[config.mk]
export PLATFORM = sky130hd
export DESIGN_NAME = reservation_station
export DESIGN_NICKNAME = d
export VERILOG_FILES = /design/src/logic/core_pkg.sv /design/src/logic/isa_pkg.sv /design/src/logic/reservation_station.sv
export SDC_FILE = /design/constraint.sdc
export NUM_CORES = 1
export LEC_CHECK = 0
export BUFFER_PORTS_ARGS = -buffer_cell sky130_fd_sc_hd__buf_2
export CELL_PAD_IN_SITES_DETAIL_PLACEMENT = 1
export CELL_PAD_IN_SITES_GLOBAL_PLACEMENT = 1
export CORE_ASPECT_RATIO = 1.2
export CORE_MARGIN = 10
export CORE_UTILIZATION = 46
export DETAILED_ROUTE_END_ITERATION = 6
export PLACE_DENSITY = 0.87
export RECOVER_POWER = 25
export REMOVE_ABC_BUFFERS = 1
export SLEW_MARGIN = 20
export SYNTH_ARGS = -nofsm -noshare
export SYNTH_HDL_FRONTEND = slang
export SYNTH_SLANG_ARGS = --single-unit
[constraint.sdc]
create_clock -name clk -period 7.75 [get_ports clk]
set_input_delay 0.775 -clock clk [delete_from_list [all_inputs] [get_ports clk]]
set_output_delay 0.775 -clock clk [all_outputs]
set_load 0.03 [all_outputs]
[src/logic/core_pkg.sv]
`default_nettype none

package core_pkg;

    localparam int XLEN       = 32;
    localparam int NUM_AREGS  = 32;
    localparam int NUM_PREGS  = 48;
    localparam int FREE_DEPTH = NUM_PREGS - NUM_AREGS;  // pregs not mapped after reset
    localparam int ROB_DEPTH  = 8;
    localparam int RS_DEPTH   = 4;
    localparam int MUL_STAGES = 3;

    typedef logic [XLEN-1:0]              word_t;
    typedef logic [$clog2(NUM_AREGS)-1:0] areg_t;
    typedef logic [$clog2(NUM_PREGS)-1:0] preg_t;
    typedef logic [$clog2(ROB_DEPTH)-1:0] rob_tag_t;

endpackage

`default_nettype wire

[src/logic/isa_pkg.sv]
`default_nettype none

package isa_pkg;

    localparam logic [6:0] OPC_OP     = 7'b0110011;
    localparam logic [6:0] OPC_OP_IMM = 7'b0010011;

    localparam logic [2:0] F3_ADD_SUB = 3'b000;
    localparam logic [2:0] F3_SLL     = 3'b001;
    localparam logic [2:0] F3_XOR     = 3'b100;
    localparam logic [2:0] F3_SRL     = 3'b101;
    localparam logic [2:0] F3_OR      = 3'b110;
    localparam logic [2:0] F3_AND     = 3'b111;
    localparam logic [2:0] F3_MUL     = 3'b000;

    localparam logic [6:0] F7_BASE    = 7'b0000000;
    localparam logic [6:0] F7_SUB     = 7'b0100000;
    localparam logic [6:0] F7_MULDIV  = 7'b0000001;

    typedef enum logic [3:0] {
        ALU_ADD,
        ALU_SUB,
        ALU_AND,
        ALU_OR,
        ALU_XOR,
        ALU_SLL,
        ALU_SRL,
        ALU_MUL
    } alu_op_e;

    function automatic alu_op_e decode_op(input logic [2:0] funct3, input logic [6:0] funct7);
        alu_op_e op;
        if (funct7 == F7_MULDIV && funct3 == F3_MUL) begin
            op = ALU_MUL;
        end else begin
            case (funct3)
                F3_ADD_SUB: op = (funct7 == F7_SUB) ? ALU_SUB : ALU_ADD;
                F3_SLL:     op = ALU_SLL;
                F3_XOR:     op = ALU_XOR;
                F3_SRL:     op = ALU_SRL;
                F3_OR:      op = ALU_OR;
                F3_AND:     op = ALU_AND;
                default:    op = ALU_ADD;  // slt/sltu not supported
            endcase
        end
        return op;
    endfunction

endpackage

`default_nettype wire

[src/logic/reservation_station.sv]
`timescale 1ns/1ps
`default_nettype none

module reservation_station (
    input  logic               clk,
    input  logic               rst,
    input  logic               dispatch_valid,
    input  isa_pkg::alu_op_e   alu_op,
    input  core_pkg::preg_t    src1_preg,
    input  core_pkg::preg_t    src2_preg,
    input  core_pkg::word_t    src1_value,
    input  core_pkg::word_t    src2_value,
    input  logic               src1_ready,
    input  logic               src2_ready,
    input  logic               use_imm,
    input  core_pkg::word_t    imm,
    input  core_pkg::preg_t    dst_preg,
    input  core_pkg::rob_tag_t dispatch_tag,
    input  logic               wba_valid,
    input  core_pkg::preg_t    wba_preg,
    input  core_pkg::word_t    wba_value,
    input  logic               wbb_valid,
    input  core_pkg::preg_t    wbb_preg,
    input  core_pkg::word_t    wbb_value,
    output logic               rs_full,
    output logic               issue_valid,
    output isa_pkg::alu_op_e   issue_op,
    output core_pkg::word_t    issue_a,
    output core_pkg::word_t    issue_b,
    output core_pkg::preg_t    issue_preg,
    output core_pkg::rob_tag_t issue_tag
);
    import core_pkg::*;
    import isa_pkg::*;

    typedef logic [$clog2(RS_DEPTH)-1:0] rs_idx_t;

    logic [RS_DEPTH-1:0] valid;
    logic [RS_DEPTH-1:0] rdy1, rdy2;
    rs_idx_t             age [RS_DEPTH];  // count of younger entries held
    alu_op_e             op [RS_DEPTH];
    preg_t               tag1 [RS_DEPTH];
    preg_t               tag2 [RS_DEPTH];
    word_t               val1 [RS_DEPTH];
    word_t               val2 [RS_DEPTH];
    preg_t               dst [RS_DEPTH];
    rob_tag_t            rob_tag [RS_DEPTH];
    rs_idx_t             issue_idx;
    rs_idx_t             free_idx;

    assign rs_full = &valid;

    // oldest entry with both operands in
    always_comb begin
        issue_valid = 1'b0;
        issue_idx   = '0;
        for (int i = 0; i < RS_DEPTH; i++) begin
            if (valid[i] && rdy1[i] && rdy2[i] && (!issue_valid || age[i] > age[issue_idx])) begin
                issue_valid = 1'b1;
                issue_idx   = rs_idx_t'(i);
            end
        end
    end

    always_comb begin
        free_idx = '0;
        for (int i = RS_DEPTH - 1; i >= 0; i--) begin
            if (!valid[i]) begin
                free_idx = rs_idx_t'(i);
            end
        end
    end

    assign issue_op   = op[issue_idx];
    assign issue_a    = val1[issue_idx];
    assign issue_b    = val2[issue_idx];
    assign issue_preg = dst[issue_idx];
    assign issue_tag  = rob_tag[issue_idx];

    always_ff @(posedge clk) begin
        logic older_gone;
        if (rst) begin
            valid <= '0;
        end else begin
            for (int i = 0; i < RS_DEPTH; i++) begin
                older_gone = issue_valid && age[i] > age[issue_idx];
                if (dispatch_valid && !older_gone) begin
                    age[i] <= age[i] + 1'b1;
                end else if (!dispatch_valid && older_gone) begin
                    age[i] <= age[i] - 1'b1;
                end
                // wakeup from either writeback port
                if (valid[i] && !rdy1[i]) begin
                    if (wba_valid && wba_preg == tag1[i]) begin
                        rdy1[i] <= 1'b1;
                        val1[i] <= wba_value;
                    end else if (wbb_valid && wbb_preg == tag1[i]) begin
                        rdy1[i] <= 1'b1;
                        val1[i] <= wbb_value;
                    end
                end
                if (valid[i] && !rdy2[i]) begin
                    if (wba_valid && wba_preg == tag2[i]) begin
                        rdy2[i] <= 1'b1;
                        val2[i] <= wba_value;
                    end else if (wbb_valid && wbb_preg == tag2[i]) begin
                        rdy2[i] <= 1'b1;
                        val2[i] <= wbb_value;
                    end
                end
            end
            if (issue_valid) begin
                valid[issue_idx] <= 1'b0;
            end
            if (dispatch_valid) begin
                valid[free_idx]   <= 1'b1;
                age[free_idx]     <= '0;
                op[free_idx]      <= alu_op;
                tag1[free_idx]    <= src1_preg;
                tag2[free_idx]    <= src2_preg;
                rdy1[free_idx]    <= src1_ready;
                val1[free_idx]    <= src1_value;
                rdy2[free_idx]    <= use_imm || src2_ready;  // imm is always ready
                val2[free_idx]    <= use_imm ? imm : src2_value;
                dst[free_idx]     <= dst_preg;
                rob_tag[free_idx] <= dispatch_tag;
            end
        end
    end

endmodule

`default_nettype wire

---- After elaboration in Yosys (flattened, before gate mapping) ----
Memory sizes are Yosys's and may differ from the RTL's.
Index checks and enable logic that the tools add are counted.
storage, ports and cells
  bits in registers ....................... 12
  bits in writable memories ............... 364
  input port bits ......................... 205
  output and inout port bits .............. 79
  logic and storage cells ................. 301
  memories kept ........................... 8
memories
  name         words  width  read ports  clocked after Yosys merged registers in  wr ports  line                       RTL
  val1         4      32     1           0                                        5         reservation_station.sv:44  word_t val1 [RS_DEPTH];
  val2         4      32     1           0                                        5         reservation_station.sv:45  word_t val2 [RS_DEPTH];
  dst          4      6      1           0                                        1         reservation_station.sv:46  preg_t dst [RS_DEPTH];
  tag1         4      6      4           0                                        1         reservation_station.sv:42  preg_t tag1 [RS_DEPTH];
  tag2         4      6      4           0                                        1         reservation_station.sv:43  preg_t tag2 [RS_DEPTH];
  op           4      4      1           0                                        1         reservation_station.sv:41  alu_op_e op [RS_DEPTH];
  +2 memories  n/a    n/a    n/a         n/a                                      n/a       n/a
cells by class
  add/subtract/negate cells ............... 8
  $lt $le $gt $ge ......................... 11
  eq/ne operators ......................... 16
  mux-type cells .......................... 170
  bitwise operators ....................... 15
  reduce and logical (&&, ||, !) cells .... 70
operators by type and width
  cell                                                               number
  2-to-1 mux 32 bit                                                  9
  2-to-1 mux 1 bit                                                   142
  == test 6 bit                                                      16
  logical AND 1 bit                                                  49
  2-to-1 mux 2 bit                                                   10
  2-to-1 mux 4 bit                                                   5
  logical NOT 1 bit                                                  16
  greater-than comparator 2 bit                                      7
  bitwise OR 1 bit                                                   12
  adder 2 x 1 -> 2 bit, second input constant                        4
  bitwise mux 4 bit                                                  2
  subtractor 2 x 1 -> 2 bit, second input constant                   4
  < comparator 2 x 3 -> 1 bit, second input constant                 2
  bitwise AND 4 bit                                                  1
  demux 1 bit (select 2 bit)                                         2
  greater-or-equal comparator 2 x 1 -> 1 bit, second input constant  2
  logical OR 1 bit                                                   4
  inverter 4 bit                                                     1
  bitwise OR 4 bit                                                   1
  AND reduction 4 bit                                                1

---- Longest topological paths before layout ----
An unclocked memory read counts as a cell.
  depth in word-level cells ............... 27
  mapped depth ............................ 32

---- Worst setup path after synthesis ----
OpenSTA, ideal clock, no wires.
  path kind ............................... register -> register
  start point ............................. mem age[0][1] (netlist bit)
  end point ............................... mem age[2][1] (netlist bit)
  library setup time ...................... 129 ps
  data arrival time ....................... 6669 ps
  required time ........................... 7621 ps
  setup slack ............................. 952 ps
  cell stages (with the launch flop) ...... 33
  buffers on the path ..................... 8
  clock period less this slack ............ 6798 ps
  path through ............................ dfxtp_1 -> clkbuf_1 -> inv_1 -> ha_1 -> nor2b_1 -> o21ai_0 -> a21o_1 -> clkbuf_1 -> a21oi_1 -> ha_1 -> nor2b_1 -> a2bb2oi_1 -> o21ba_2 -> clkbuf_1 -> clkbuf_1 -> clkbuf_1 -> a21o_1 -> ha_1 -> nand2_1 -> o21ai_0 -> a21oi_4 -> buf_2 -> buf_2 -> clkbuf_1 -> mux2_2 -> ha_1 -> nor2_1 -> nand2_1 -> a31o_2 -> and2_1 -> a311oi_1 -> mux2i_1 -> o211ai_1
RTL lines
  what         line                       RTL
  from (decl)  reservation_station.sv:40  rs_idx_t age [RS_DEPTH];

==> impl_metrics.csv <==
group,metric,value,unit
status,status,"complete, but fails checks",
status,violations,"capacitance limit, slew limit",
timing,finalCriticalPeriod,6.69,ns
timing,fmax,0.150,GHz
clocking,cts_buffers,40,
finish,area_growth,14.0,%
grt,grt_max_degree,92,
setup_path,reg2regPathDepth,25,
setup_path,reg2reg_setup_slack,1.17,ns
floorplan,num_rows,87,
clocking,clockBufferDepth,3,
setup_path,crit_start,"age[0][1]$_SDFFE_PP0P_",
setup_path,crit_path_start_kind,"flop",
grt,grt-ovfl-total,0,
detailed_routing,routed_wirelength,76000,microns
setup_path,cp_cell_sequence,"inv_1 -> ha_1 -> nor2b_1 -> o21ai_0 -> a211oi_1 -> a21oi_1 -> ha_1 -> nor2b_1 -> a2bb2oi_1 -> o21ba_4 -> buf_4 -> a21oi_1 -> ha_1 -> nand2_1 -> o21ai_0 -> a21oi_4 -> buf_4 -> o21ai_0 -> buf_2",
power,power_density,209,mW/mm^2
floorplan,die_area,0.0568,sq mm
floorplan,core,0.0470,sq mm
power,p_total,5.23,mW
synthesis,yosysSeqAreaShare,51.0,%
grt,grtUsageTotal,25.7,%
synthesis,synthDistinctLibCells,62,
grt,antenna_found_initial,6,
timing,slew_headroom,-198,%
synthesis,synth_cells,2152,
clocking,root_buffer,"clkbuf_16",
timing,post-route-period-util,86.3,%
placed_design,port_buffers,283,
floorplan,chipWidth,219,microns
synthesis,synth_warnings,0,
timing,holdWs,0.503,ns
floorplan,die_h,259,microns
setup_path,critPathMaxStageDelay,0.57,ns
placed_design,gp_congestion,0.815,
floorplan,io_pins,284,
timing,rsz0062_at_grt,"no",
detailed_routing,antenna_left,0,
detailed_routing,via_per_inst,6.08,
timing,worstMarginPinSlew,4.47,ns
min_path,holdPathStages,1,
timing,finalHoldViolCount,0,
floorplan,initial_core_util,46.6,%
timing,setup_tns,0,ns
detailed_routing,drc_errors,0,
grt,grt_pass1_wl,113000,microns
clocking,cts_setup_buffers,0,
setup_path,timing.critical_path.required,6.97,ns
clocking,clkTransAtPathRegs,0.06,ns
setup_path,timing.critical_path.to,"issue_b[22]",
timing,finalSetupViolCount,0,
clocking,cts_tree,"yes",
detailed_routing,vias,17900,
timing,slew_violations,358,
synthesis,syn_avg_cell_area,10.2,sq um
power,peakVddDrop,144,uV
setup_path,crit_slowest_cell,"buf_4",
clocking,cts_resized,0,
synthesis,synth-edff-count,364,
min_path,hold_class,"input port to flop",
clocking,cts_hold_buf,0,
placed_design,placed_area,0.0237,sq mm
setup_path,cp-end-kind,"primary output",
finish,fin_area,0.0250,sq mm
clocking,cts.sinks,376,
synthesis,synthFlopType,"edfxtp_1",
grt,grt_pass1_vias,19400,
synthesis,synth-seq-cells,376,
setup_path,timing.rr.start,"age[0][1]$_SDFFE_PP0P_",
clocking,insertion_delay,0.55,ns
placed_design,hpwl,48600,microns
setup_path,cp.arrival,5.91,ns
setup_path,critPathKind,"flop to primary output",
detailed_routing,first_iter_violations,1165,
detailed_routing,wl_per_cell,25.8,microns
timing,fin_worst_skew,0.0177,ns
detailed_routing,dr.pass1.iters,6,
setup_path,crit-reg2reg-capture,"age[2][0]$_SDFFE_PP0P_",
finish,final_nets,2508,
clocking,htree_levels,2,
power,leakage,8.71,nW
setup_path,crit_fanout,69,
flow_run,cap_violations,7,
synthesis,syn_area,0.0219,sq mm
synthesis,synthArstFlopShare,0,%
finish,drive_above_1_share,17.5,%
==> area by class of cell <==
type	count	area [sq um]
Clock buffer	47	1070
Clock inverter	22	270
Sequential cell	376	11200
Timing Repair Buffer	321	1640
Multi-Input combinational cell	1542	9970
Tap cell	623	779
Antenna cell	7	17.5
Fill cell	5229	22100
Inverter	12	45.0
==> cell families after synthesis <==
logic type                 synth area share, %
and+or+nand+nor                           11.0
AOI/OAI and AO/OA                         12.1
DFF                                       51.0
muxes                                     17.3
buffers and inverters                     4.21
xor gates and xnor gates                  3.84
adders and majority gates                0.617
==> cells in the mapped netlist (12+ instances only) <==
library cell	number	share of area, %
o21ai_0	333	7.6
mux2_2	34	1.7
clkbuf_1	176	3.0
nor3_1	22	0.50
edfxtp_1	364	50
xnor2_1	46	1.8
o21ai_1	13	0.30
a31oi_1	12	0.34
a21oi_1	95	2.2
nor4_1	15	0.43
mux2i_1	337	15
nor2_1	103	1.8
xor2_1	50	2.0
buf_2	29	0.66
nand2_1	359	6.2
nand4_1	17	0.49
dfxtp_1	12	1.1
buf_1	16	0.27
==> through the flow <==
step / instances / setup slack, ns / utilization (%)
floorplan: 1930 / -3.60 / -
global placement: 2873 / 1.48 / 50.4
detailed placement: 2873 / 1.25 / 50.4
CTS: 2942 / 1.06 / 53.2
global route: 2947 / 0.629 / 53.1
finish: 2950 / 1.06 / 53.1
==> worst max-delay path, delay by kind of cell (launching register included) <==
kind                     cells  cell delay (ns)
AO/OA/AOI/OAI                9             2.15
buffers and inverters        4             1.43
adder cells (fa/ha/maj)      3             0.93
flip-flops                   1             0.49
AND/OR/NAND/NOR              3             0.31
==> worst min path at each step <==
stage                           startpoint                       to  slack (ns)
floorplan           age[1][0]$_SDFFE_PP0P_   age[1][0]$_SDFFE_PP0P_        0.48
global placement    age[1][0]$_SDFFE_PP0P_   age[1][0]$_SDFFE_PP0P_        0.54
detailed placement  age[0][0]$_SDFFE_PP0P_   age[0][0]$_SDFFE_PP0P_        0.56
CTS                            dst_preg[1]      dst[3][1]$_DFFE_PP_        0.43
global route                   dst_preg[0]      dst[1][0]$_DFFE_PP_        0.51
finish                     dispatch_tag[2]  rob_tag[0][2]$_DFFE_PP_        0.50
==> metal layers <==
| layer | vias to the layer above | share of wire (%) | global-route usage (%) |
|---|---|---|---|
| li1 | 8022 | - | - |
| met1 | 9044 | 38 | 28.9 |
| met2 | 693 | 52 | 46.5 |
| met3 | 186 | 5.9 | 4.32 |
| met4 | 2 | 4.3 | 12.0 |
| met5 | - | 0.0092 | 0 |
==> power by group <==
part           internal (mW)  total [mW]  leakage [nW]  switching [mW]
sequential              2.31        2.37          3.41          0.0615
combinational          0.303       0.846          4.63           0.543
clock                   1.19        2.01         0.658           0.825
total                   3.80        5.23          8.71            1.43
==> state kept, by name, summed over array words and instances (netlist names) <==
| name | flops |
|---|---|
| age | 8 |
| dst | 24 |
| op | 16 |
| rdy1 | 4 |
| rdy2 | 4 |
| rob_tag | 12 |
| tag1 | 24 |
| tag2 | 24 |
| val1 | 128 |
| val2 | 128 |
| valid | 4 |
==> layout by cell type, fill, tap and decap left out, types with 10 or more instances in the layout <==
| cell type | count |
|---|---|
| mux2_2 | 34 |
| dfxtp_1 | 12 |
| nand2_1 | 359 |
| clkbuf_1 | 39 |
| nor2_1 | 101 |
| o21ai_1 | 13 |
| mux2i_1 | 337 |
| ha_1 | 10 |
| xnor2_1 | 46 |
| nor3_1 | 16 |
| xor2_1 | 50 |
| buf_4 | 32 |
| clkbuf_16 | 42 |
| o21ai_0 | 333 |
| edfxtp_1 | 364 |
| nor4_1 | 15 |
| a21oi_1 | 95 |
| nand4_1 | 17 |
| buf_2 | 255 |
| inv_1 | 11 |
Note: power is estimated with default switching activity, not from simulation.
