==> src/logic/core_pkg.sv <==
`default_nettype none

package core_pkg;

    localparam int XLEN       = 32;
    localparam int NUM_AREGS  = 32;
    localparam int NUM_PREGS  = 48;
    localparam int FREE_DEPTH = NUM_PREGS - NUM_AREGS;  // pregs not mapped after reset
    localparam int ROB_DEPTH  = 8;
    localparam int RS_DEPTH   = 4;
    localparam int MUL_STAGES = 3;

    typedef logic [XLEN-1:0]              word_t;
    typedef logic [$clog2(NUM_AREGS)-1:0] areg_t;
    typedef logic [$clog2(NUM_PREGS)-1:0] preg_t;
    typedef logic [$clog2(ROB_DEPTH)-1:0] rob_tag_t;

endpackage

`default_nettype wire

==> src/logic/reorder_buffer.sv <==
`timescale 1ns/1ps
`default_nettype none

module reorder_buffer (
    input  logic               clk,
    input  logic               rst,
    input  logic               dispatch_valid,
    input  core_pkg::areg_t    dst_areg,
    input  core_pkg::preg_t    dst_preg,
    input  core_pkg::preg_t    old_preg,
    input  logic               wba_valid,
    input  core_pkg::preg_t    wba_preg,
    input  core_pkg::rob_tag_t wba_tag,
    input  core_pkg::word_t    wba_value,
    input  logic               wbb_valid,
    input  core_pkg::preg_t    wbb_preg,
    input  core_pkg::rob_tag_t wbb_tag,
    input  core_pkg::word_t    wbb_value,
    output logic               rob_full,
    output core_pkg::rob_tag_t rob_tail,
    output logic               free_valid,
    output core_pkg::preg_t    free_preg,
    output logic               commit_valid,
    output core_pkg::areg_t    commit_rd,
    output core_pkg::word_t    commit_value
);
    import core_pkg::*;

    logic [ROB_DEPTH-1:0] valid, done;
    areg_t                areg [ROB_DEPTH];
    preg_t                preg [ROB_DEPTH];
    preg_t                prev [ROB_DEPTH];
    word_t                value [ROB_DEPTH];
    rob_tag_t             head, tail;

    assign rob_full = valid[tail];  // tail has wrapped onto head
    assign rob_tail = tail;

    assign commit_valid = valid[head] && done[head];
    assign commit_rd    = areg[head];
    assign commit_value = (areg[head] == '0) ? '0 : value[head];
    assign free_valid   = commit_valid && areg[head] != '0;
    assign free_preg    = prev[head];

    always_ff @(posedge clk) begin
        if (rst) begin
            valid <= '0;
            done  <= '0;
            head  <= '0;
            tail  <= '0;
        end else begin
            if (dispatch_valid) begin
                valid[tail] <= 1'b1;
                done[tail]  <= 1'b0;
                tail        <= tail + 1'b1;
            end
            if (wba_valid) begin
                done[wba_tag] <= 1'b1;
            end
            if (wbb_valid) begin
                done[wbb_tag] <= 1'b1;
            end
            if (commit_valid) begin
                valid[head] <= 1'b0;
                head        <= head + 1'b1;
            end
        end
    end

    always_ff @(posedge clk) begin
        if (dispatch_valid) begin
            areg[tail] <= dst_areg;
            preg[tail] <= dst_preg;
            prev[tail] <= old_preg;
        end
        if (wba_valid) begin
            value[wba_tag] <= wba_value;
        end
        if (wbb_valid) begin
            value[wbb_tag] <= wbb_value;
        end
    end

    // tag must point at a live entry renamed to the same preg
    a_wba_live: assert property (@(posedge clk) disable iff (rst)
        wba_valid |-> valid[wba_tag] && preg[wba_tag] == wba_preg)
        else $error("rob: port A writeback to empty entry %0d", wba_tag);

    a_wbb_live: assert property (@(posedge clk) disable iff (rst)
        wbb_valid |-> valid[wbb_tag] && preg[wbb_tag] == wbb_preg)
        else $error("rob: port B writeback to empty entry %0d", wbb_tag);

endmodule

`default_nettype wire

==> config.mk <==
export PLATFORM = sky130hd
export DESIGN_NAME = reorder_buffer
export DESIGN_NICKNAME = d
export VERILOG_FILES = /design/src/logic/core_pkg.sv /design/src/logic/reorder_buffer.sv
export SDC_FILE = /design/constraint.sdc
export NUM_CORES = 1
export LEC_CHECK = 0
export BUFFER_PORTS_ARGS = -buffer_cell sky130_fd_sc_hd__buf_2
export CORE_MARGIN = 4
export CORE_UTILIZATION = 60
export DETAILED_ROUTE_END_ITERATION = 7
export GPL_ROUTABILITY_DRIVEN = 0
export HOLD_SLACK_MARGIN = 0.06
export PLACE_DENSITY = 0.77
export SETUP_SLACK_MARGIN = 0.4
export SLEW_MARGIN = 20
export SYNTH_ARGS = -nofsm -noshare
export SYNTH_HDL_FRONTEND = slang
export SYNTH_SLANG_ARGS = --single-unit
==> constraint.sdc <==
create_clock -name clk -period 3.9 [get_ports clk]
set_input_delay 0 -clock clk [delete_from_list [all_inputs] [get_ports clk]]
set_output_delay 0 -clock clk [all_outputs]
set_load 0.1 [all_outputs]
After elaboration in Yosys (flattened, before gate mapping)
Memory sizes are Yosys's and may differ from the RTL's. A register that Yosys moved wholly into a read port is not among the register bits.
Index checks and enable logic that the tools add are counted.
{"block": "totals", "reg_bits": 22, "ramBits": 344, "inputBits": 104, "output_inout_bits": 49, "n_memories": 3}
{"block": "classes", "addsub": 2, "order_cmp": 8, "n_mux": 35, "bitwise": 7, "reduce_logical": 8}
{"memory": "value", "depth": 8, "width": 32, "read_ports": 1, "rd_ports_with_merged_regs": 1, "wr": 2, "line": "reorder_buffer.sv:33", "source": "word_t value [ROB_DEPTH];"}
{"memory": "prev", "depth": 8, "width": 6, "read_ports": 1, "rd_ports_with_merged_regs": 1, "wr": 1, "line": "reorder_buffer.sv:32", "source": "preg_t prev [ROB_DEPTH];"}
{"memory": "areg", "depth": 8, "width": 5, "read_ports": 1, "rd_ports_with_merged_regs": 1, "wr": 1, "line": "reorder_buffer.sv:30", "source": "areg_t areg [ROB_DEPTH];"}
{"operator": "two-way mux 8 bit", "count": 8}
{"operator": "two-way mux 32 bit", "count": 1}
{"operator": "OR 8 bit", "count": 3}
{"operator": "two-way mux 3 bit", "count": 6}
{"operator": "bitwise AND 8 bit", "count": 2}
{"operator": "< comparator 3 x 4 -> 1 bit, second input constant", "count": 4}
{"operator": "NOT 8 bit", "count": 2}
{"operator": "two-way mux 1 bit", "count": 13}
{"operator": "demux 1 bit (select 3 bit)", "count": 4}
{"operator": "greater-or-equal comparator 3 x 1 -> 1 bit, second input constant", "count": 4}
{"operator": "binary-select mux 1 bit (select 3 bit)", "count": 3}
{"operator": "adder 3 x 1 -> 3 bit, second input constant", "count": 2}
{"operator": "logical AND 1 bit", "count": 6}
{"operator": "zero test 5 bit", "count": 1}
{"operator": "nonzero test 5 bit", "count": 1}

Logic depth before layout (Yosys ltp)
Gate-level depths: netlist of run 1.
{"block": "logic_depth", "depth_word": 13, "ltp_mapped": 6}

Least setup slack after synthesis of run 1
No wires, ideal clock.
{"block": "synth_timing", "path_type": "reg-to-output", "from": "reg head[2]", "to": "out free_valid", "arrival_time_ps": 4728, "required_ps": 3900, "path_slack_ps": -828, "stages_incl_launch_ff": 6, "path_buffers": 1, "path_cell_list": "dfxtp_1 > clkbuf_1 > mux4_2 > mux2i_1 > nor2_1 > a21boi_0"}
{"block": "synth_via", "elab_chain_len": 4, "word_cells_on_any_way": 6, "classes_between": "mux (4); reduce/logical (2)"}
{"element": "from (decl)", "line": "reorder_buffer.sv:34", "source": "rob_tag_t head, tail;"}
{"element": "from (signal assigned)", "line": "reorder_buffer.sv:65", "source": "head <= head + 1'b1;"}
{"element": "binary-select mux 1 bit (select 3 bit)", "line": "reorder_buffer.sv:39", "source": "assign commit_valid = valid[head] && done[head];"}
{"element": "two-way mux 1 bit (implied by the code)", "line": "reorder_buffer.sv:39"}
{"element": "logical AND 1 bit *", "line": "reorder_buffer.sv:39"}
{"element": "net commit_valid", "line": "reorder_buffer.sv:23", "source": "output logic commit_valid,"}
{"element": "logical AND 1 bit *", "line": "reorder_buffer.sv:42", "source": "assign free_valid = commit_valid && areg[head] != '0;"}
{"element": "to (decl)", "line": "reorder_buffer.sv:21", "source": "output logic free_valid,"}
Mark *: on every way through the listed nets, which the timed path passes. The rest lies on a longest branch. The select of a mux whose other input is x is not followed.

==> flow_metrics.py, run 1 <==
metrics = {
    "clock_tree": {
        "cts-root-buf": "clkbuf_16",
        "clockBufferDepth": 3,
        "post_cts_buffers": 0,
        "cts.hold.buffers_added": 120,
        "cts.clk_slew.worst_paths_ps": 60,
        "cts_tree": "built",
        "cts_sinks": 369,
        "cts-resized-gates": 0,
        "htreeDepth": 2,
        "numCtsBuffers": 38,
        "clock_latency_ps": 530,
    },
    "worst_hold_path": {
        "whs_path_depth": 2,
        "hold_start": "old_preg[4]",
        "hold-path-endpoint": "prev[7][4]$_DFFE_PP_",
        "hold_class": "primary input to flop",
    },
    "job": {
        "maxCapViolCount": 0,
    },
    "global_routing": {
        "grt_pass1_wl_mm": 63.20,
        "grt_max_degree": 72,
        "antenna_found_initial": 4,
        "track_usage": 0.2646,
        "overflow": 0,
        "grt_pass1_vias": 10610,
    },
    "routing": {
        "wirelength_mm": 41.08,
        "vias": 10190,
        "via_per_inst": 6.196,
        "firstDrtPassIters": 5,
        "route.detailed.drc": 0,
        "drt_iter0_drc": 900,
        "antenna_left": 0,
        "routedWlPerCell_um": 24.99,
    },
    "sta": {
        "rsz0062_at_grt": "no",
        "skew_ps": 12.12,
        "worst_pin_slew_ps": 972.9,
        "finalSetupViolations": 0,
        "hold_viol": 0,
        "drv_slew": 0,
        "fin_crit_sh": 0.8410,
        "clock.fmax_mhz": 304.9,
        "tns_ps": 0,
        "slew_headroom": 0.3514,
        "min_period_ps": 3280,
    },
    "final_layout": {
        "syn2layout_area_growth_pct": 20.94,
        "final_cell_mix": "edfxtp_1, mux2_2, buf_2",
        "nets": 1332,
        "layout_commonest_cell": "edfxtp_1",
        "multi_input_area_um2": 6347,
        "seq_area_um2": 10840,
        "utilization": 0.7346,
        "n_fill_cell": 1775,
        "drive_gt1_frac": 0.4853,
    },
    "critical_path": {
        "cp_cell_sequence": "mux4_2 > mux2i_4 > buf_4 > a21oi_1 > buf_2",
        "slowest_stage": "mux2i_4",
        "slowest_delay_ps": 750,
        "r2r-start": "head[0]$_SDFFE_PP0P_",
        "critical_path_class": "flop to output pin",
        "cp_max_fo": 28,
        "r2r_cells": 4,
        "critical_path_arrival_ps": 3280,
        "reg2reg_slack_ps": 1670,
        "required_ps": 3900,
        "cp-start-kind": "flop",
        "r2r_end": "valid[6]$_SDFF_PP0_",
        "cp-end-kind": "output pin",
    },
    "die": {
        "initial_utilization": 0.6074,
        "row_count": 62,
        "dieArea_um2": 31770,
        "fp.dieH_um": 178.2,
        "die_x_um": 178.2,
        "num_io_pins": 153,
        "core_area_um2": 28630,
    },
    "logic_synthesis": {
        "synth-seq-cells": 369,
        "synth_flop_cell": "edfxtp_1",
        "syn-mean-instance-area_um2": 18.00,
        "synth_nets": 1072,
        "synth_edf_count": 344,
        "synthCells": 966,
        "synth_area_um2": 17390,
        "synth_cell_types": 39,
        "yosysWarnings": 0,
        "ys_async_sr_fraction": 0,
        "ys_seq_area_frac": 0.6229,
    },
    "pwr": {
        "swShare": 0.2413,
        "switchingPower_mw": 2.230,
        "p_clk_frac": 0.381,
        "p_leak_nw": 6.998,
        "combPwrFrac": 0.121,
        "p_int_mw": 7.011,
        "power.density_nw_per_um2": 439.5,
        "irDropWorstVdd_uv": 332.1,
        "share_seq_of_total_power": 0.498,
    },
    "placed_design": {
        "hpwl_mm": 21.83,
        "port-buffer-count": 134,
    },
    "run_status": {
        "status": "finished, final reports clean",
    },
}
[state kept, by name, indices dropped and copies added, names as in the netlist, named ones only]
name,count
areg,40
done,8
head,3
prev,48
rob_tail,3
valid,8
value,256
[area by class of cell]
type                    count  area share
flip-flops and latches    369      0.5156
multi-input cells         529      0.3019
repair buffers            284      0.1009
clock buffers              45     0.04748
well taps                 384     0.02285
clock inverters            24    0.009996
inverters                   4   0.0007140
diodes                      5   0.0005950
[power by group through the flow]
stage                     combinational [mW]  clock (mW)  sequential (mW)
final                                   1.12        3.52             4.60
after global routing                    1.19        3.73             4.62
after CTS                               1.12        3.57             4.60
after detailed placement                1.01           0             4.68
after global placement                 0.996           0             4.67
after floorplan                        0.718           0             4.67
[how the worst max path moves through the flow]
| stage | from | end | slack [ps] |
|---|---|---|---|
| after detailed placement | flop | commit_value[0] | 1120 |
| after CTS | flop | commit_value[0] | 560 |
| after global placement | flop | commit_value[0] | 1150 |
| final | flop | commit_value[0] | 620 |
| after floorplan | head[2]$_SDFFE_PP0P_ | free_valid | 420 |
| after global routing | flop | commit_value[0] | 470 |
[cells by family (layout without fill, tap and decap cells)]
logic type | count (synthesis) | count (layout) | synth area share
multiplexers | 397 | 397 | 0.3146
buffers and inverters | 68 | 357 | 0.01727
other | 0 | 5 | 0
AND/OR/NAND/NOR | 62 | 62 | 0.01857
flip-flops | 369 | 369 | 0.6229
AO/OA/AOI/OAI | 67 | 67 | 0.02476
XOR/XNOR | 1 | 1 | 0.0005038
adder cells (fa/ha/maj) | 2 | 2 | 0.001439
[Yosys cell counts, types with 2 or more instances]
cell	number	area share
or2_2	3	0.0011
a21oi_1	29	0.0083
nand3_1	2	0.00058
nor2b_1	5	0.0018
a311oi_1	5	0.0025
nand2_1	9	0.0019
edfxtp_1	344	0.59
clkbuf_1	43	0.0093
ha_1	2	0.0014
nand2b_1	10	0.0036
nor3_1	5	0.0014
buf_6	4	0.0026
mux4_2	91	0.12
dfxtp_1	25	0.029
mux2_1	3	0.0019
buf_2	12	0.0035
o21ba_2	2	0.0012
a31oi_1	4	0.0014
nor2_1	22	0.0047
mux2_2	265	0.17
a21oi_2	10	0.0050
nand4b_1	2	0.0010
buf_1	5	0.0011
a211oi_1	3	0.0013
inv_1	4	0.00086
mux2i_1	36	0.021
o21bai_1	2	0.00086
o21ai_0	8	0.0023
[worst max-delay path: cells and delay by family, from the launching register on]
family,cells,cell delay (ps)
flops,1,630
compound gates,1,90
mux,2,1350
buf+inv,2,650
[metrics by stage]
stage	instance area (µm²)	worst slack [ps]	hold slack, ps	power [mW]	instances
after floorplan	17390	420.4	98.87	5.392	966
after global placement	18610	1154	267.5	5.671	1450
after detailed placement	18610	1122	279.8	5.696	1450
after CTS	21020	555.9	264.5	9.294	1639
after global routing	21030	467.4	292.5	9.530	1643
final	21030	620.2	280.1	9.241	1644
[metal layers]
| metal | part of all wire | track usage |
|---|---|---|
| met1 | 0.40 | 0.3671 |
| met2 | 0.51 | 0.4514 |
| met3 | 0.068 | 0.04027 |
| met4 | 0.016 | 0.05852 |
| met5 | 0 | 0 |
Power figures use the tool's default switching activity.
==> run 2, diff against run 1 <==
==> constraint.sdc (replaced) <==
create_clock -name clk -period 3.4 [get_ports clk]
set_input_delay 0 -clock clk [delete_from_list [all_inputs] [get_ports clk]]
set_output_delay 0 -clock clk [all_outputs]
set_load 0.1 [all_outputs]
==> run 2 against run 1 <==
Sequential power grew 15%. Clock-buffer cell count grew 2. Worst setup slack lost 140 ps. Via count grew 0.89%. Worst hold slack lost 150 ps. Largest cell class unchanged. Highest routed layer unchanged.
==> flow_metrics.py, run 2 (synthesized netlist as in run 1, its figures left out) <==
metrics = {
    "clock_tree": {
        "clock_latency_ps": 530,
        "cts-root-buf": "clkbuf_16",
        "htreeDepth": 2,
        "cts_tree": "built",
        "cts_sinks": 369,
        "cts.clk_slew.worst_paths_ps": 60,
        "clockBufferDepth": 3,
        "numCtsBuffers": 40,
    },
    "final_layout": {
        "nets": 1339,
        "final_cell_count_no_fill": 1646,
        "top_register": "value",
        "top_regs": "value: 256 flops, prev: 48 flops, areg: 40 flops",
        "design_area_um2": 21190,
        "drive_gt1_frac": 0.4928,
        "largest_reg_flops": 256,
        "n_fill_cell": 1735,
        "utilization": 0.7402,
        "syn2layout_area_growth_pct": 21.86,
        "layout_commonest_cell": "edfxtp_1",
        "final_cell_mix": "edfxtp_1, mux2_2, dlygate4sd3_1",
    },
    "sta": {
        "clock.fmax_mhz": 342.3,
        "skew_ps": 13.18,
        "slew_headroom": 0.5040,
        "min_period_ps": 2922,
        "tns_ps": 0,
        "fin_crit_sh": 0.8593,
        "drv_slew": 0,
        "worst_pin_slew_ps": 742.1,
        "hold_viol": 0,
        "rsz0062_at_grt": "no",
        "finalSetupViolations": 0,
    },
    "global_routing": {
        "grt_max_degree": 69,
        "antenna_found_initial": 4,
        "grt_pass1_wl_mm": 63.42,
        "track_usage": 0.2656,
        "grt_pass1_vias": 10740,
        "overflow": 0,
    },
    "critical_path": {
        "critical_path_class": "flop to output pin",
        "cp_max_fo": 16,
        "required_ps": 3400,
        "cp-end-kind": "output pin",
        "cp-start-kind": "flop",
        "critical_path_arrival_ps": 2920,
    },
    "pwr": {
        "p_leak_nw": 7.077,
        "irDropWorstVdd_uv": 401.5,
        "total_power_mw": 10.63,
        "power.density_nw_per_um2": 501.7,
    },
    "routing": {
        "route.detailed.drc": 0,
        "drt_iter0_drc": 895,
        "firstDrtPassIters": 6,
        "via_per_inst": 6.244,
        "wirelength_mm": 42.05,
        "vias": 10280,
        "antenna_left": 0,
        "routedWlPerCell_um": 25.55,
    },
    "placed_design": {
        "dp.cells": 1453,
        "hpwl_mm": 22.13,
        "port-buffer-count": 134,
        "dpl_cell_area_um2": 18650,
    },
    "die": {
        "num_io_pins": 153,
        "dieArea_um2": 31770,
        "core_area_um2": 28630,
        "die_x_um": 178.2,
        "row_count": 62,
        "initial_utilization": 0.6074,
        "fp.dieH_um": 178.2,
    },
    "run_status": {
        "status": "finished, final reports clean",
    },
    "worst_hold_path": {
        "hold_class": "primary input to flop",
    },
    "job": {
        "maxCapViolCount": 0,
    },
}
## run 2: cell types whose count changed in the layout (fill, tap and decap cells not counted), moves of 2 or more
cell	delta
buf_8	+2
clkbuf_4	+12
clkinv_1	-6
buf_12	+2
inv_1	+2
buf_2	-31
buf_4	+23
dlygate4sd3_1	-4
clkinv_8	+2
## run 2: final cells by class
cell class	instances	area, µm²	share of cell area
clock buffers	47	1027	0.04848
multi-input cells	529	6351	0.2998
clock inverters	20	191.4	0.009035
repair buffers	289	2271	0.1072
flip-flops and latches	369	10840	0.5117
diodes	4	10.01	0.0004724
well taps	384	480.5	0.02268
inverters	4	15.01	0.0007086
## run 2: through the flow
stage                     hold slack (ps)  setup slack, ps
after floorplan                     98.87            297.3
after global placement              266.7            807.1
after detailed placement            277.4            743.6
after CTS                           118.2            396.5
after global routing                155.0            379.4
final                               125.5            478.3
## run 2: where the power goes
group | total (mW) | switching (mW) | leakage [nW] | internal, mW
Sequential | 5.28 | 0.0614 | 3.35 | 5.22
Combinational | 1.31 | 0.804 | 3.13 | 0.509
Clock | 4.04 | 1.72 | 0.592 | 2.32
## run 2: repair_timing
action	CTS	global route
setup buffers	0	5
hold buffers	116	0
endpoints found under the hold margin	366	0
gates resized for setup	3	53
cloned	0	1
endpoints found under the setup margin	33	32
## run 2: final timing paths
path                        start                     end  slack, ps  cells after the start
max                          flop        commit_value[17]        480                      7
min                     wbb_valid  value[5][25]$_DFFE_PP_        130                      3
max reg2reg  head[0]$_SDFFE_PP0P_     valid[6]$_SDFF_PP0_       1200                      4
min reg2reg    done[4]$_SDFF_PP0_      done[4]$_SDFF_PP0_        500                      2
## run 2: worst max-delay path, stage by stage, from the launching register on
cell and delay, ps:
dfxtp_4 550, mux4_2 550, mux2_2 310, nor4_4 130, buf_4 210, clkbuf_4 250, a21oi_1 110, buf_4 270
## run 2: metal layers
| metal | vias to the layer above | global-route usage | part of all wire |
|---|---|---|---|
| li1 | 4497 | - | - |
| met2 | 449 | 0.4578 | 0.51 |
| met3 | 54 | 0.04281 | 0.075 |
| met1 | 5278 | 0.3595 | 0.39 |
| met5 | - | 0 | 0 |
| met4 | 0 | 0.06556 | 0.019 |
