**config.mk**
```make
export PLATFORM = sky130hd
export DESIGN_NAME = rename_unit
export DESIGN_NICKNAME = d
export VERILOG_FILES = /design/src/logic/core_pkg.sv /design/src/logic/isa_pkg.sv /design/src/logic/rename_unit.sv
export SDC_FILE = /design/constraint.sdc
export NUM_CORES = 1
export LEC_CHECK = 0
export ABC_AREA = 1
export BUFFER_PORTS_ARGS = -buffer_cell sky130_fd_sc_hd__buf_2
export CAP_MARGIN = 20
export CORE_ASPECT_RATIO = 0.5
export CORE_MARGIN = 10
export CORE_UTILIZATION = 60
export CTS_CLUSTER_DIAMETER = 150
export DETAILED_ROUTE_END_ITERATION = 10
export PLACE_DENSITY = 0.88
export SETUP_SLACK_MARGIN = 0.2
export SLEW_MARGIN = 10
export SYNTH_ARGS = -nofsm -noshare
export SYNTH_HDL_FRONTEND = slang
export SYNTH_SLANG_ARGS = --single-unit
```
**constraint.sdc**
```tcl
create_clock -name clk -period 3.1 [get_ports clk]
set_input_delay 0 -clock clk [delete_from_list [all_inputs] [get_ports clk]]
set_output_delay 0 -clock clk [all_outputs]
set_load 0.01 [all_outputs]
```
**src/logic/core_pkg.sv**
```systemverilog
`default_nettype none

package core_pkg;

    localparam int XLEN       = 32;
    localparam int NUM_AREGS  = 32;
    localparam int NUM_PREGS  = 48;
    localparam int FREE_DEPTH = NUM_PREGS - NUM_AREGS;  // pregs not mapped after reset
    localparam int ROB_DEPTH  = 8;
    localparam int RS_DEPTH   = 4;
    localparam int MUL_STAGES = 3;

    typedef logic [XLEN-1:0]              word_t;
    typedef logic [$clog2(NUM_AREGS)-1:0] areg_t;
    typedef logic [$clog2(NUM_PREGS)-1:0] preg_t;
    typedef logic [$clog2(ROB_DEPTH)-1:0] rob_tag_t;

endpackage

`default_nettype wire

```
**src/logic/isa_pkg.sv**
```systemverilog
`default_nettype none

package isa_pkg;

    localparam logic [6:0] OPC_OP     = 7'b0110011;
    localparam logic [6:0] OPC_OP_IMM = 7'b0010011;

    localparam logic [2:0] F3_ADD_SUB = 3'b000;
    localparam logic [2:0] F3_SLL     = 3'b001;
    localparam logic [2:0] F3_XOR     = 3'b100;
    localparam logic [2:0] F3_SRL     = 3'b101;
    localparam logic [2:0] F3_OR      = 3'b110;
    localparam logic [2:0] F3_AND     = 3'b111;
    localparam logic [2:0] F3_MUL     = 3'b000;

    localparam logic [6:0] F7_BASE    = 7'b0000000;
    localparam logic [6:0] F7_SUB     = 7'b0100000;
    localparam logic [6:0] F7_MULDIV  = 7'b0000001;

    typedef enum logic [3:0] {
        ALU_ADD,
        ALU_SUB,
        ALU_AND,
        ALU_OR,
        ALU_XOR,
        ALU_SLL,
        ALU_SRL,
        ALU_MUL
    } alu_op_e;

    function automatic alu_op_e decode_op(input logic [2:0] funct3, input logic [6:0] funct7);
        alu_op_e op;
        if (funct7 == F7_MULDIV && funct3 == F3_MUL) begin
            op = ALU_MUL;
        end else begin
            case (funct3)
                F3_ADD_SUB: op = (funct7 == F7_SUB) ? ALU_SUB : ALU_ADD;
                F3_SLL:     op = ALU_SLL;
                F3_XOR:     op = ALU_XOR;
                F3_SRL:     op = ALU_SRL;
                F3_OR:      op = ALU_OR;
                F3_AND:     op = ALU_AND;
                default:    op = ALU_ADD;  // slt/sltu not supported
            endcase
        end
        return op;
    endfunction

endpackage

`default_nettype wire

```
**src/logic/rename_unit.sv**
```systemverilog
`timescale 1ns/1ps
`default_nettype none

module rename_unit (
    input  logic               clk,
    input  logic               rst,
    input  logic               inst_valid,
    input  core_pkg::word_t    inst,
    input  logic               rob_full,
    input  logic               rs_full,
    input  core_pkg::rob_tag_t rob_tail,
    input  logic               free_valid,
    input  core_pkg::preg_t    free_preg,
    output logic               ready,
    output logic               dispatch_valid,
    output core_pkg::preg_t    src1_preg,
    output core_pkg::preg_t    src2_preg,
    output core_pkg::preg_t    dst_preg,
    output core_pkg::preg_t    old_preg,
    output core_pkg::areg_t    dst_areg,
    output isa_pkg::alu_op_e   alu_op,
    output logic               use_imm,
    output core_pkg::word_t    imm,
    output core_pkg::rob_tag_t dispatch_tag
);
    import core_pkg::*;
    import isa_pkg::*;

    typedef logic [$clog2(FREE_DEPTH)-1:0] free_ptr_t;

    preg_t                       rat [NUM_AREGS];
    preg_t                       free_list [FREE_DEPTH];
    free_ptr_t                   free_head;
    free_ptr_t                   free_tail;
    logic [$clog2(FREE_DEPTH):0] free_count;
    areg_t                       rs1, rs2, rd;
    logic                        alloc;

    assign rs1 = inst[19:15];
    assign rs2 = inst[24:20];
    assign rd  = inst[11:7];

    assign use_imm = (inst[6:0] == OPC_OP_IMM);
    assign imm     = {{20{inst[31]}}, inst[31:20]};
    assign alu_op  = decode_op(inst[14:12], use_imm ? F7_BASE : inst[31:25]);

    // stall on any full structure
    assign ready          = !rob_full && !rs_full && (free_count != '0);
    assign dispatch_valid = inst_valid && ready;
    assign alloc          = dispatch_valid && (rd != '0);

    assign src1_preg    = rat[rs1];
    assign src2_preg    = rat[rs2];
    assign old_preg     = rat[rd];
    assign dst_preg     = (rd == '0) ? '0 : free_list[free_head];  // x0 stays on preg 0
    assign dst_areg     = rd;
    assign dispatch_tag = rob_tail;

    always_ff @(posedge clk) begin
        if (rst) begin
            for (int i = 0; i < NUM_AREGS; i++) begin
                rat[i] <= preg_t'(i);
            end
            for (int i = 0; i < FREE_DEPTH; i++) begin
                free_list[i] <= preg_t'(NUM_AREGS + i);
            end
            free_head  <= '0;
            free_tail  <= '0;
            free_count <= FREE_DEPTH[$clog2(FREE_DEPTH):0];
        end else begin
            if (alloc) begin
                rat[rd]   <= free_list[free_head];
                free_head <= free_head + 1'b1;
            end
            if (free_valid) begin
                free_list[free_tail] <= free_preg;
                free_tail            <= free_tail + 1'b1;
            end
            if (alloc && !free_valid) begin
                free_count <= free_count - 1'b1;
            end else if (free_valid && !alloc) begin
                free_count <= free_count + 1'b1;
            end
        end
    end

    a_no_accept_stalled: assert property (@(posedge clk) disable iff (rst)
        inst_valid |-> ready)
        else $error("rename: instruction offered while ready is low");

    // a returned preg must always find a slot
    a_free_no_overflow: assert property (@(posedge clk) disable iff (rst)
        free_valid && !alloc |-> free_count < FREE_DEPTH)
        else $error("rename: free list overflow");

endmodule

`default_nettype wire

```
* After elaboration in Yosys (flattened, before gate mapping)
Memory sizes are Yosys's and may differ from the RTL's. A register that Yosys moved wholly into a read port is not among the register bits. Cells that the tools add are included.
Storage, ports and cells: bits in registers 13, bits in latches 0, RAM bits 288, memory bits (read-only) 0, logic and storage cells 58, memories kept 2
Memory list:
- rat | words 32, bits a word 6, rd ports 3, clocked after Yosys merged registers in 0, write ports 32, RTL line rename_unit.sv:31 | preg_t rat [NUM_AREGS];
- free_list | words 16, bits a word 6, rd ports 1, clocked after Yosys merged registers in 1, write ports 16, RTL line rename_unit.sv:32 | preg_t free_list [FREE_DEPTH];
Operators by class: $add $sub $neg 4, multiply operators 0, divide/modulo/power cells 0, magnitude comparators 0, equal/unequal tests 8, shift-type cells 0, multiplexer cells 23, bitwise logic cells 0, reductions and logical operators 18
Operators by type and width (number):
- $mux W6 | 3
- $pmux W3 S6 | 1
- $mux W5 | 3
- $eq A3 B3 Y1 const B | 4
- $mux W4 | 3
- $reduce_or A6 Y1 | 2
- $mux W1 | 11
- $reduce_bool A5 Y1 | 2
- $add A4 B1 Y4 const B | 2
- $eq A7 B1 Y1 const B | 1
- $eq A7 B5 Y1 const B | 1
- $eq A7 B6 Y1 const B | 1
- $logic_and A1 B1 Y1 | 7
- $mux W7 | 1
- $add A5 B1 Y5 const B | 1
- $logic_not A5 Y1 | 1
- $sub A5 B1 Y5 const B | 1
- $logic_not A1 Y1 | 4
- $eq A3 B1 Y1 const B | 1
- $logic_not A3 Y1 | 1
- $mux W3 | 1
- $reduce_bool A2 Y1 | 1

* Logic depth before layout (Yosys ltp)
Gate-level depths: netlist of the first run.
depth after elaboration 10, depth in mapped cells 21

* Worst setup path before layout of the first run
OpenSTA, ideal clock, no wires.
kind reg-to-reg, start point register free_count[2], end point register free_count[4], library setup time 0.133 ns, data arrival time 2.042 ns, data required time 2.967 ns, slack 0.925 ns, cell stages (with the launch flop) 20, cell sequence dfxtp_1 nor2_1 nand3_1 nand3_1 nor2_4 buf_6 buf_6 ha_1 inv_1 nand2_1 nand2_1 ha_1 inv_1 nand2_1 nand3_1 nand2_1 nand2_1 nand2_1 nand2_1 nand3_1
On the way: longest elaborated chain between the ends 7, elaborated cells between the ends (all ways) 12, classes of those cells add/sub: 2; mux: 2; reduce/logical: 8
Ends and longest elaborated chain:
- from (decl) | RTL line rename_unit.sv:35 | logic [$clog2(FREE_DEPTH):0] free_count;
- from (signal assigned) | RTL line rename_unit.sv:69 | free_count <= FREE_DEPTH[$clog2(FREE_DEPTH):0];
- from (signal assigned) | RTL line rename_unit.sv:80 | free_count <= free_count - 1'b1;
- from (signal assigned) | RTL line rename_unit.sv:82 | free_count <= free_count + 1'b1;
- parallel branches: the longest is 7 deep, another holds $add A5 B1 Y5
Parallel ways; which one is timed is not known. The select of a mux whose other input is x is not followed. A chain may end at the register's enable or synchronous reset.

==> results.yml, run 1 <==
routing:
  wirelength_um: 60900
  drt_iter0_markers: 3133
  ant_nets: 0
  via_per_inst: 6.13
  post_drt_wl_per_cell_um: 20.4
  drc: 0
  dr.pass1.iters: 7
  via_count: 18300
logic_synthesis:
  synth_most_common_cell: "nand2_1"
  synth_xor_area_share_pct: 0.187
  synthTopCellsByCount: "nand2_1, nand3_1, edfxtp_1, nor2_1, inv_1"
  synth_top_area_share_pct: 46.2
  synth_compound_area_share_pct: 0.481
  synthesis.area_um2: 18700
  synth-simple-area-share_pct: 41.8
  synth_top_family_by_area: "simple AND/OR/NAND/NOR gates"
  syn_area_per_cell_um2: 7.35
  yosys.cell_types.count: 32
  synthArstFlopShare_pct: 0
  synthCells: 2550
  yosysSeqAreaShare_pct: 48.0
  synth_area_leader_cell: "edfxtp_1"
  synthMuxAreaShare_pct: 0
  synth_edf_count: 288
  synth-main-ff-cell: "edfxtp_1"
  ys_warn_count: 0
  ys_seq_elements: 305
  synthTopCellsByArea: "edfxtp_1, nand2_1, nand3_1, nor2_1, inv_1"
  synthAdderAreaFrac_pct: 0.534
place:
  portBuffers: 110
  hpwlAfterDp_um: 40300
  pre_cts_ws_ns: 0.774
  dp_cells: 2930
  globalplace.congestion: 1.01
global_route:
  grt_usage_pct: 29.6
  grt_max_degree: 98
  grt_overflow: 0
  antenna_found_initial: 0
  grt_pass1_wl_um: 93400
  grt_pass1_vias: 17000
timing:
  min_period_over_period_pct: 88.7
  worst_slack_ns: 0.351
  period_needed_ns: 2.75
  drv_slew: 0
  worstMarginPinSlew_ns: 1.12
  rsz0062_at_grt: "no"
  fmax_mhz: 364
  skew_ns: 0.0122
  finalHoldViolations: 0
  maxSlewHeadroom_pct: 25.0
  tns_ns: 0
  finalSetupViolCount: 0
  hold_ws_ns: 0.00000443
finish:
  drive_above_1_share_pct: 9.22
  finalNetCount: 2594
  final_util_pct: 66.3
  nFillCells: 2486
  area_growth_pct: 8.02
  final_cell_count_no_fill: 2985
clock_network:
  h-tree-depth: 1
  clk_pin_slew_ns: 0.07
  cts_root_buf: "clkbuf_16"
  cts_tree: "built"
  clock_latency_ns: 0.58
  numCtsBuffers: 28
  cts_setup_buffers: 0
  clock-sinks: 305
  clockBufferDepth: 3
worst_setup_path:
  r2r_setup_slack_ns: 0.72
  end_kind: "output pin"
  path_class: "reg -> out"
  crit_arrival_ns: 2.75
  cpMostUsedCell: "nand3_1"
  crit_fanout: 24
  cp_top_family: "buffers and inverters"
  slowest_delay_ns: 0.34
  slowest_stage: "dfxtp_1"
  crit_buf_inv: 6
  path_cells: "inv_4 -> buf_4 -> buf_4 -> nand2_1 -> nand3_1 -> nand3_1 -> nand3_1 -> nand2_1 -> inv_2 -> buf_12 -> nor2_1 -> buf_2"
  worstPathRequired_ns: 3.10
  start_kind: "flop"
pwr:
  power-per-cell-area_nw_per_um2: 496
  total_leakage_power_uw: 0.00894
  peakVddDrop_mv: 0.439
worst_hold_path:
  hp-class: "in -> out"
die:
  ios: 118
  die_area_um2: 39100
  design.core.area_um2: 30500
  dieWidth_um: 270
  placementRows: 45
  initial_core_util_pct: 61.4
  fp.dieH_um: 145
run_status:
  status: "completed"
flow_run:
  drv_cap: 0
==> cell usage in the layout (no fill, tap or decap) <==
master         instances
nand2_1             1179
nand3_1              361
edfxtp_1             288
nor2_1               214
inv_1                134
buf_2                110
nand4_1               66
clkbuf_16             28
buf_4                 26
inv_2                 21
dfxtp_1               17
clkinv_1              12
nand4_4               12
buf_12                12
o21ai_0                9
a21oi_1                9
ha_1                   8
conb_1                 7
bufinv_16              6
nor3_1                 5
clkinv_2               5
nor2_4                 4
clkbuf_1               4
clkinvlp_4             4
inv_4                  3
nand3b_1               3
nand2_2                2
xor2_1                 2
xnor2_1                2
dlygate4sd3_1          2
diode_2                1
nor2_2                 1
nand2b_1               1
nor2b_1                1
nand4_2                1
nor4_1                 1
clkinv_8               1
==> power breakdown <==
group	switching (µW)	internal [µW]	total (µW)
clock network	1610	2160	3780
registers	84.1	4600	4680
logic	1150	427	1580
==> final timing paths <==
kind,to,cells after the start,from
worst max register to register,rat[16][0],7,free_count[2]
worst min register to register,free_count[1],2,free_count[1]
worst max-delay path,dst_preg[1],12,flop
worst min-delay path,dispatch_tag[0],0,rob_tail[0]
==> state kept, by name (all words and copies together) (netlist names), named ones only <==
| register | flops |
|---|---|
| free_count | 5 |
| free_head | 4 |
| free_list | 96 |
| free_tail | 4 |
| rat | 192 |
==> kinds of logic after synthesis <==
logic type      Yosys count
other cells               1
compound gates           18
simple gates           1851
flops                   305
fa+ha+maj                 8
buf+inv                 363
xor+xnor                  4
==> worst register-to-register path, stage by stage, from the launching register on <==
cell     delay (ns)
dfxtp_1        0.39
nor2_1         0.06
nand3_1        0.10
nand3_1        0.14
nor2_4         0.14
buf_4          0.32
nand4_1        0.41
nand2_1        0.46
==> what timing repair did <==
item                                    in CTS  in global routing
resized for setup                            0                  2
endpoints found under the hold margin       14                  0
endpoints found under the setup margin       0                  2
hold buffers                                 2                  0
==> area by class of cell <==
cell class / instances / area [µm²] / area share [%]
Clock inverter: 20 / 265 / 1.31
Timing Repair Buffer: 150 / 1010 / 4.97
Sequential cell: 305 / 8990 / 44.4
Inverter: 166 / 632 / 3.12
Clock buffer: 32 / 716 / 3.54
Tap cell: 423 / 529 / 2.62
Antenna cell: 1 / 2.50 / 0.0124
Multi-Input combinational cell: 1888 / 8100 / 40.0
==> metal layers <==
layer | global-route usage [%] | share of wire, % | vias up
li1 | - | - | 8178
met1 | 36.8 | 34 | 8247
met2 | 46.7 | 45 | 1597
met3 | 8.12 | 16 | 274
met4 | 15.3 | 5.1 | 0
met5 | 0 | 0 | -
==> per-stage QoR <==
| step | power (µW) | area [µm²] |
|---|---|---|
| global route | 10300 | 20200 |
| finish | 10000 | 20200 |
| floorplan | 5740 | 18800 |
| CTS | 9940 | 20200 |
| global placement | 6230 | 19200 |
| detailed placement | 6260 | 19200 |
Power figures use the tool's default switching activity.
==> run 2, diff against run 1 <==
- RECOVER_POWER: not set -> 50
==> results.yml, run 2 (synthesis gave the netlist of run 1 again) <==
routing:
  via_per_inst: 6.14
  post_drt_wl_per_cell_um: 20.4
  drt_iter0_markers: 3204
  via_count: 18300
  drc: 0
  wirelength_um: 60900
  dr.pass1.iters: 7
  wl_met1_um: 20800
  wl_met2_um: 27200
  topRoutingLayerUsed: "met4"
  ant_nets: 0
  wl_met3_um: 9470
die:
  placementRows: 45
  design.core.area_um2: 30500
  die_area_um2: 39100
  dieWidth_um: 270
  fp.dieH_um: 145
  initial_core_util_pct: 61.4
  ios: 118
timing:
  skew_ns: 0.0120
  finalSetupViolCount: 0
  drv_slew: 26
  period_needed_ns: 2.74
  fmax_mhz: 365
  worst_slack_ns: 0.357
  finalHoldViolations: 0
  hold_ws_ns: 0.00000443
  rsz0062_at_grt: "no"
  maxSlewHeadroom_pct: -14.1
  min_period_over_period_pct: 88.5
  worstMarginPinSlew_ns: 1.71
  tns_ns: 0
worst_setup_path:
  worstPathRequired_ns: 3.10
  crit_fanout: 24
  cp_top_family: "buffers and inverters"
  slowest_delay_ns: 0.34
  timing.rr.start: "free_count[2]"
  crit_buf_inv: 6
  path_class: "reg -> out"
  end_kind: "output pin"
  crit_arrival_ns: 2.74
  start_kind: "flop"
  slowest_stage: "dfxtp_1"
  path_cells: "inv_4 -> buf_4 -> buf_4 -> nand2_1 -> nand3_1 -> nand3_1 -> nand3_1 -> nand2_1 -> inv_2 -> buf_12 -> nor2_1 -> buf_2"
  cpMostUsedCell: "nand3_1"
clock_network:
  cts_tree: "built"
  clock_latency_ns: 0.57
  clk_pin_slew_ns: 0.07
  clock-sinks: 305
  clockBufferDepth: 3
  cts_setup_buffers: 0
  cts_root_buf: "clkbuf_16"
  numCtsBuffers: 28
  h-tree-depth: 1
finish:
  final_cell_mix: "nand2_1, nand3_1, edfxtp_1"
  top_regs: "rat x192, free_list x96, free_count x5"
  nFillCells: 2544
  largest_reg_flops: 192
  area_growth_pct: 6.91
  drive_above_1_share_pct: 6.48
  seq_area_um2: 8990
  mostFrequentLayoutCell: "nand2_1"
  finalNetCount: 2594
  antenna_cells: 0
  top_register: "rat"
  multi_input_area_um2: 7980
pwr:
  power-per-cell-area_nw_per_um2: 500
  pwr-share-clk_pct: 37.7
  power_switching_uw: 2840
  internal_power_uw: 7170
  peakVddDrop_mv: 0.441
  p_sw_share_pct: 28.4
  total_leakage_power_uw: 0.00872
  combinationalPowerShare_pct: 15.5
  seqPwrFrac_pct: 46.8
flow_run:
  drv_cap: 1
global_route:
  grt_pass1_wl_um: 93400
  antenna_found_initial: 0
  grt_overflow: 0
  grt_pass1_vias: 17000
  grt_max_degree: 98
  grt_usage_pct: 29.6
run_status:
  status: "complete, but fails checks"
  violations: "capacitance limit, slew limit"
place:
  pre_cts_ws_ns: 0.774
  globalplace.congestion: 1.01
  portBuffers: 110
  hpwlAfterDp_um: 40300
worst_hold_path:
  hp-class: "in -> out"
  min_from: "rob_tail[0]"
[run 2: cell types whose count changed in the layout (fill, tap and decap cells not counted), moves of 3 or more]
cell / delta
clkbuf_1: +58
buf_2: -55
nand4_1: +8
nand4_4: -7
clkbuf_2: +3
inv_2: -3
buf_4: -6
inv_1: +3
[run 2: cell type report]
type / instances / share of cell area, %
flip-flops and latches: 305 / 44.9
multi-input cells: 1888 / 39.8
repair buffers: 150 / 4.59
clock buffers: 32 / 3.57
inverters: 166 / 3.15
well taps: 423 / 2.64
clock inverters: 20 / 1.32
[run 2: worst reg2reg max path, stage by stage, from the launching register on]
cell and delay (ns):
dfxtp_1 0.39, nor2_1 0.06, nand3_1 0.11, nand3_1 0.10, nor2_1 0.19, clkbuf_2 0.64
nand4_1 0.47, nand2_1 0.39
[run 2: per-layer routing]
layer / global-route usage [%] / vias to the layer above
li1: - / 8165
met1: 36.8 / 8264
met2: 46.7 / 1585
met3: 8.12 / 314
met4: 15.3 / 0
met5: 0 / -
[run 2: through the flow]
step | utilization (%) | instance area, µm² | power, µW | cells
after global placement | 63.0 | 19200 | 6230 | 2930
after floorplan | - | 18800 | 5740 | 2556
after detailed placement | 63.0 | 19200 | 6260 | 2930
final | 65.6 | 20000 | 10000 | 2984
after global routing | 65.6 | 20000 | 10300 | 2984
after CTS | 66.3 | 20200 | 9940 | 2984
[run 2: path summary, 6_finish.rpt]
kind,end,slack (ns),depth (start not counted)
setup / recovery,dst_preg[1],0.36,12
hold reg to reg,free_count[1],0.51,2
hold / removal,dispatch_tag[0],0.000004,0
setup reg to reg,rat[4][4],0.43,7
[run 2: power by group through the flow]
stage	Clock (µW)	Sequential (µW)	Combinational [µW]
after CTS	3750	4670	1510
after floorplan	0	4730	1010
after detailed placement	0	4760	1500
after global routing	3930	4690	1650
after global placement	0	4760	1470
final	3770	4680	1550
[run 2: timing repair]
item / 4_1_cts / 5_1_grt
hold buffers: 2 / 0
setup endpoints to repair: 0 / 2
endpoints found under the hold margin: 14 / 0
gates resized for setup: 0 / 2
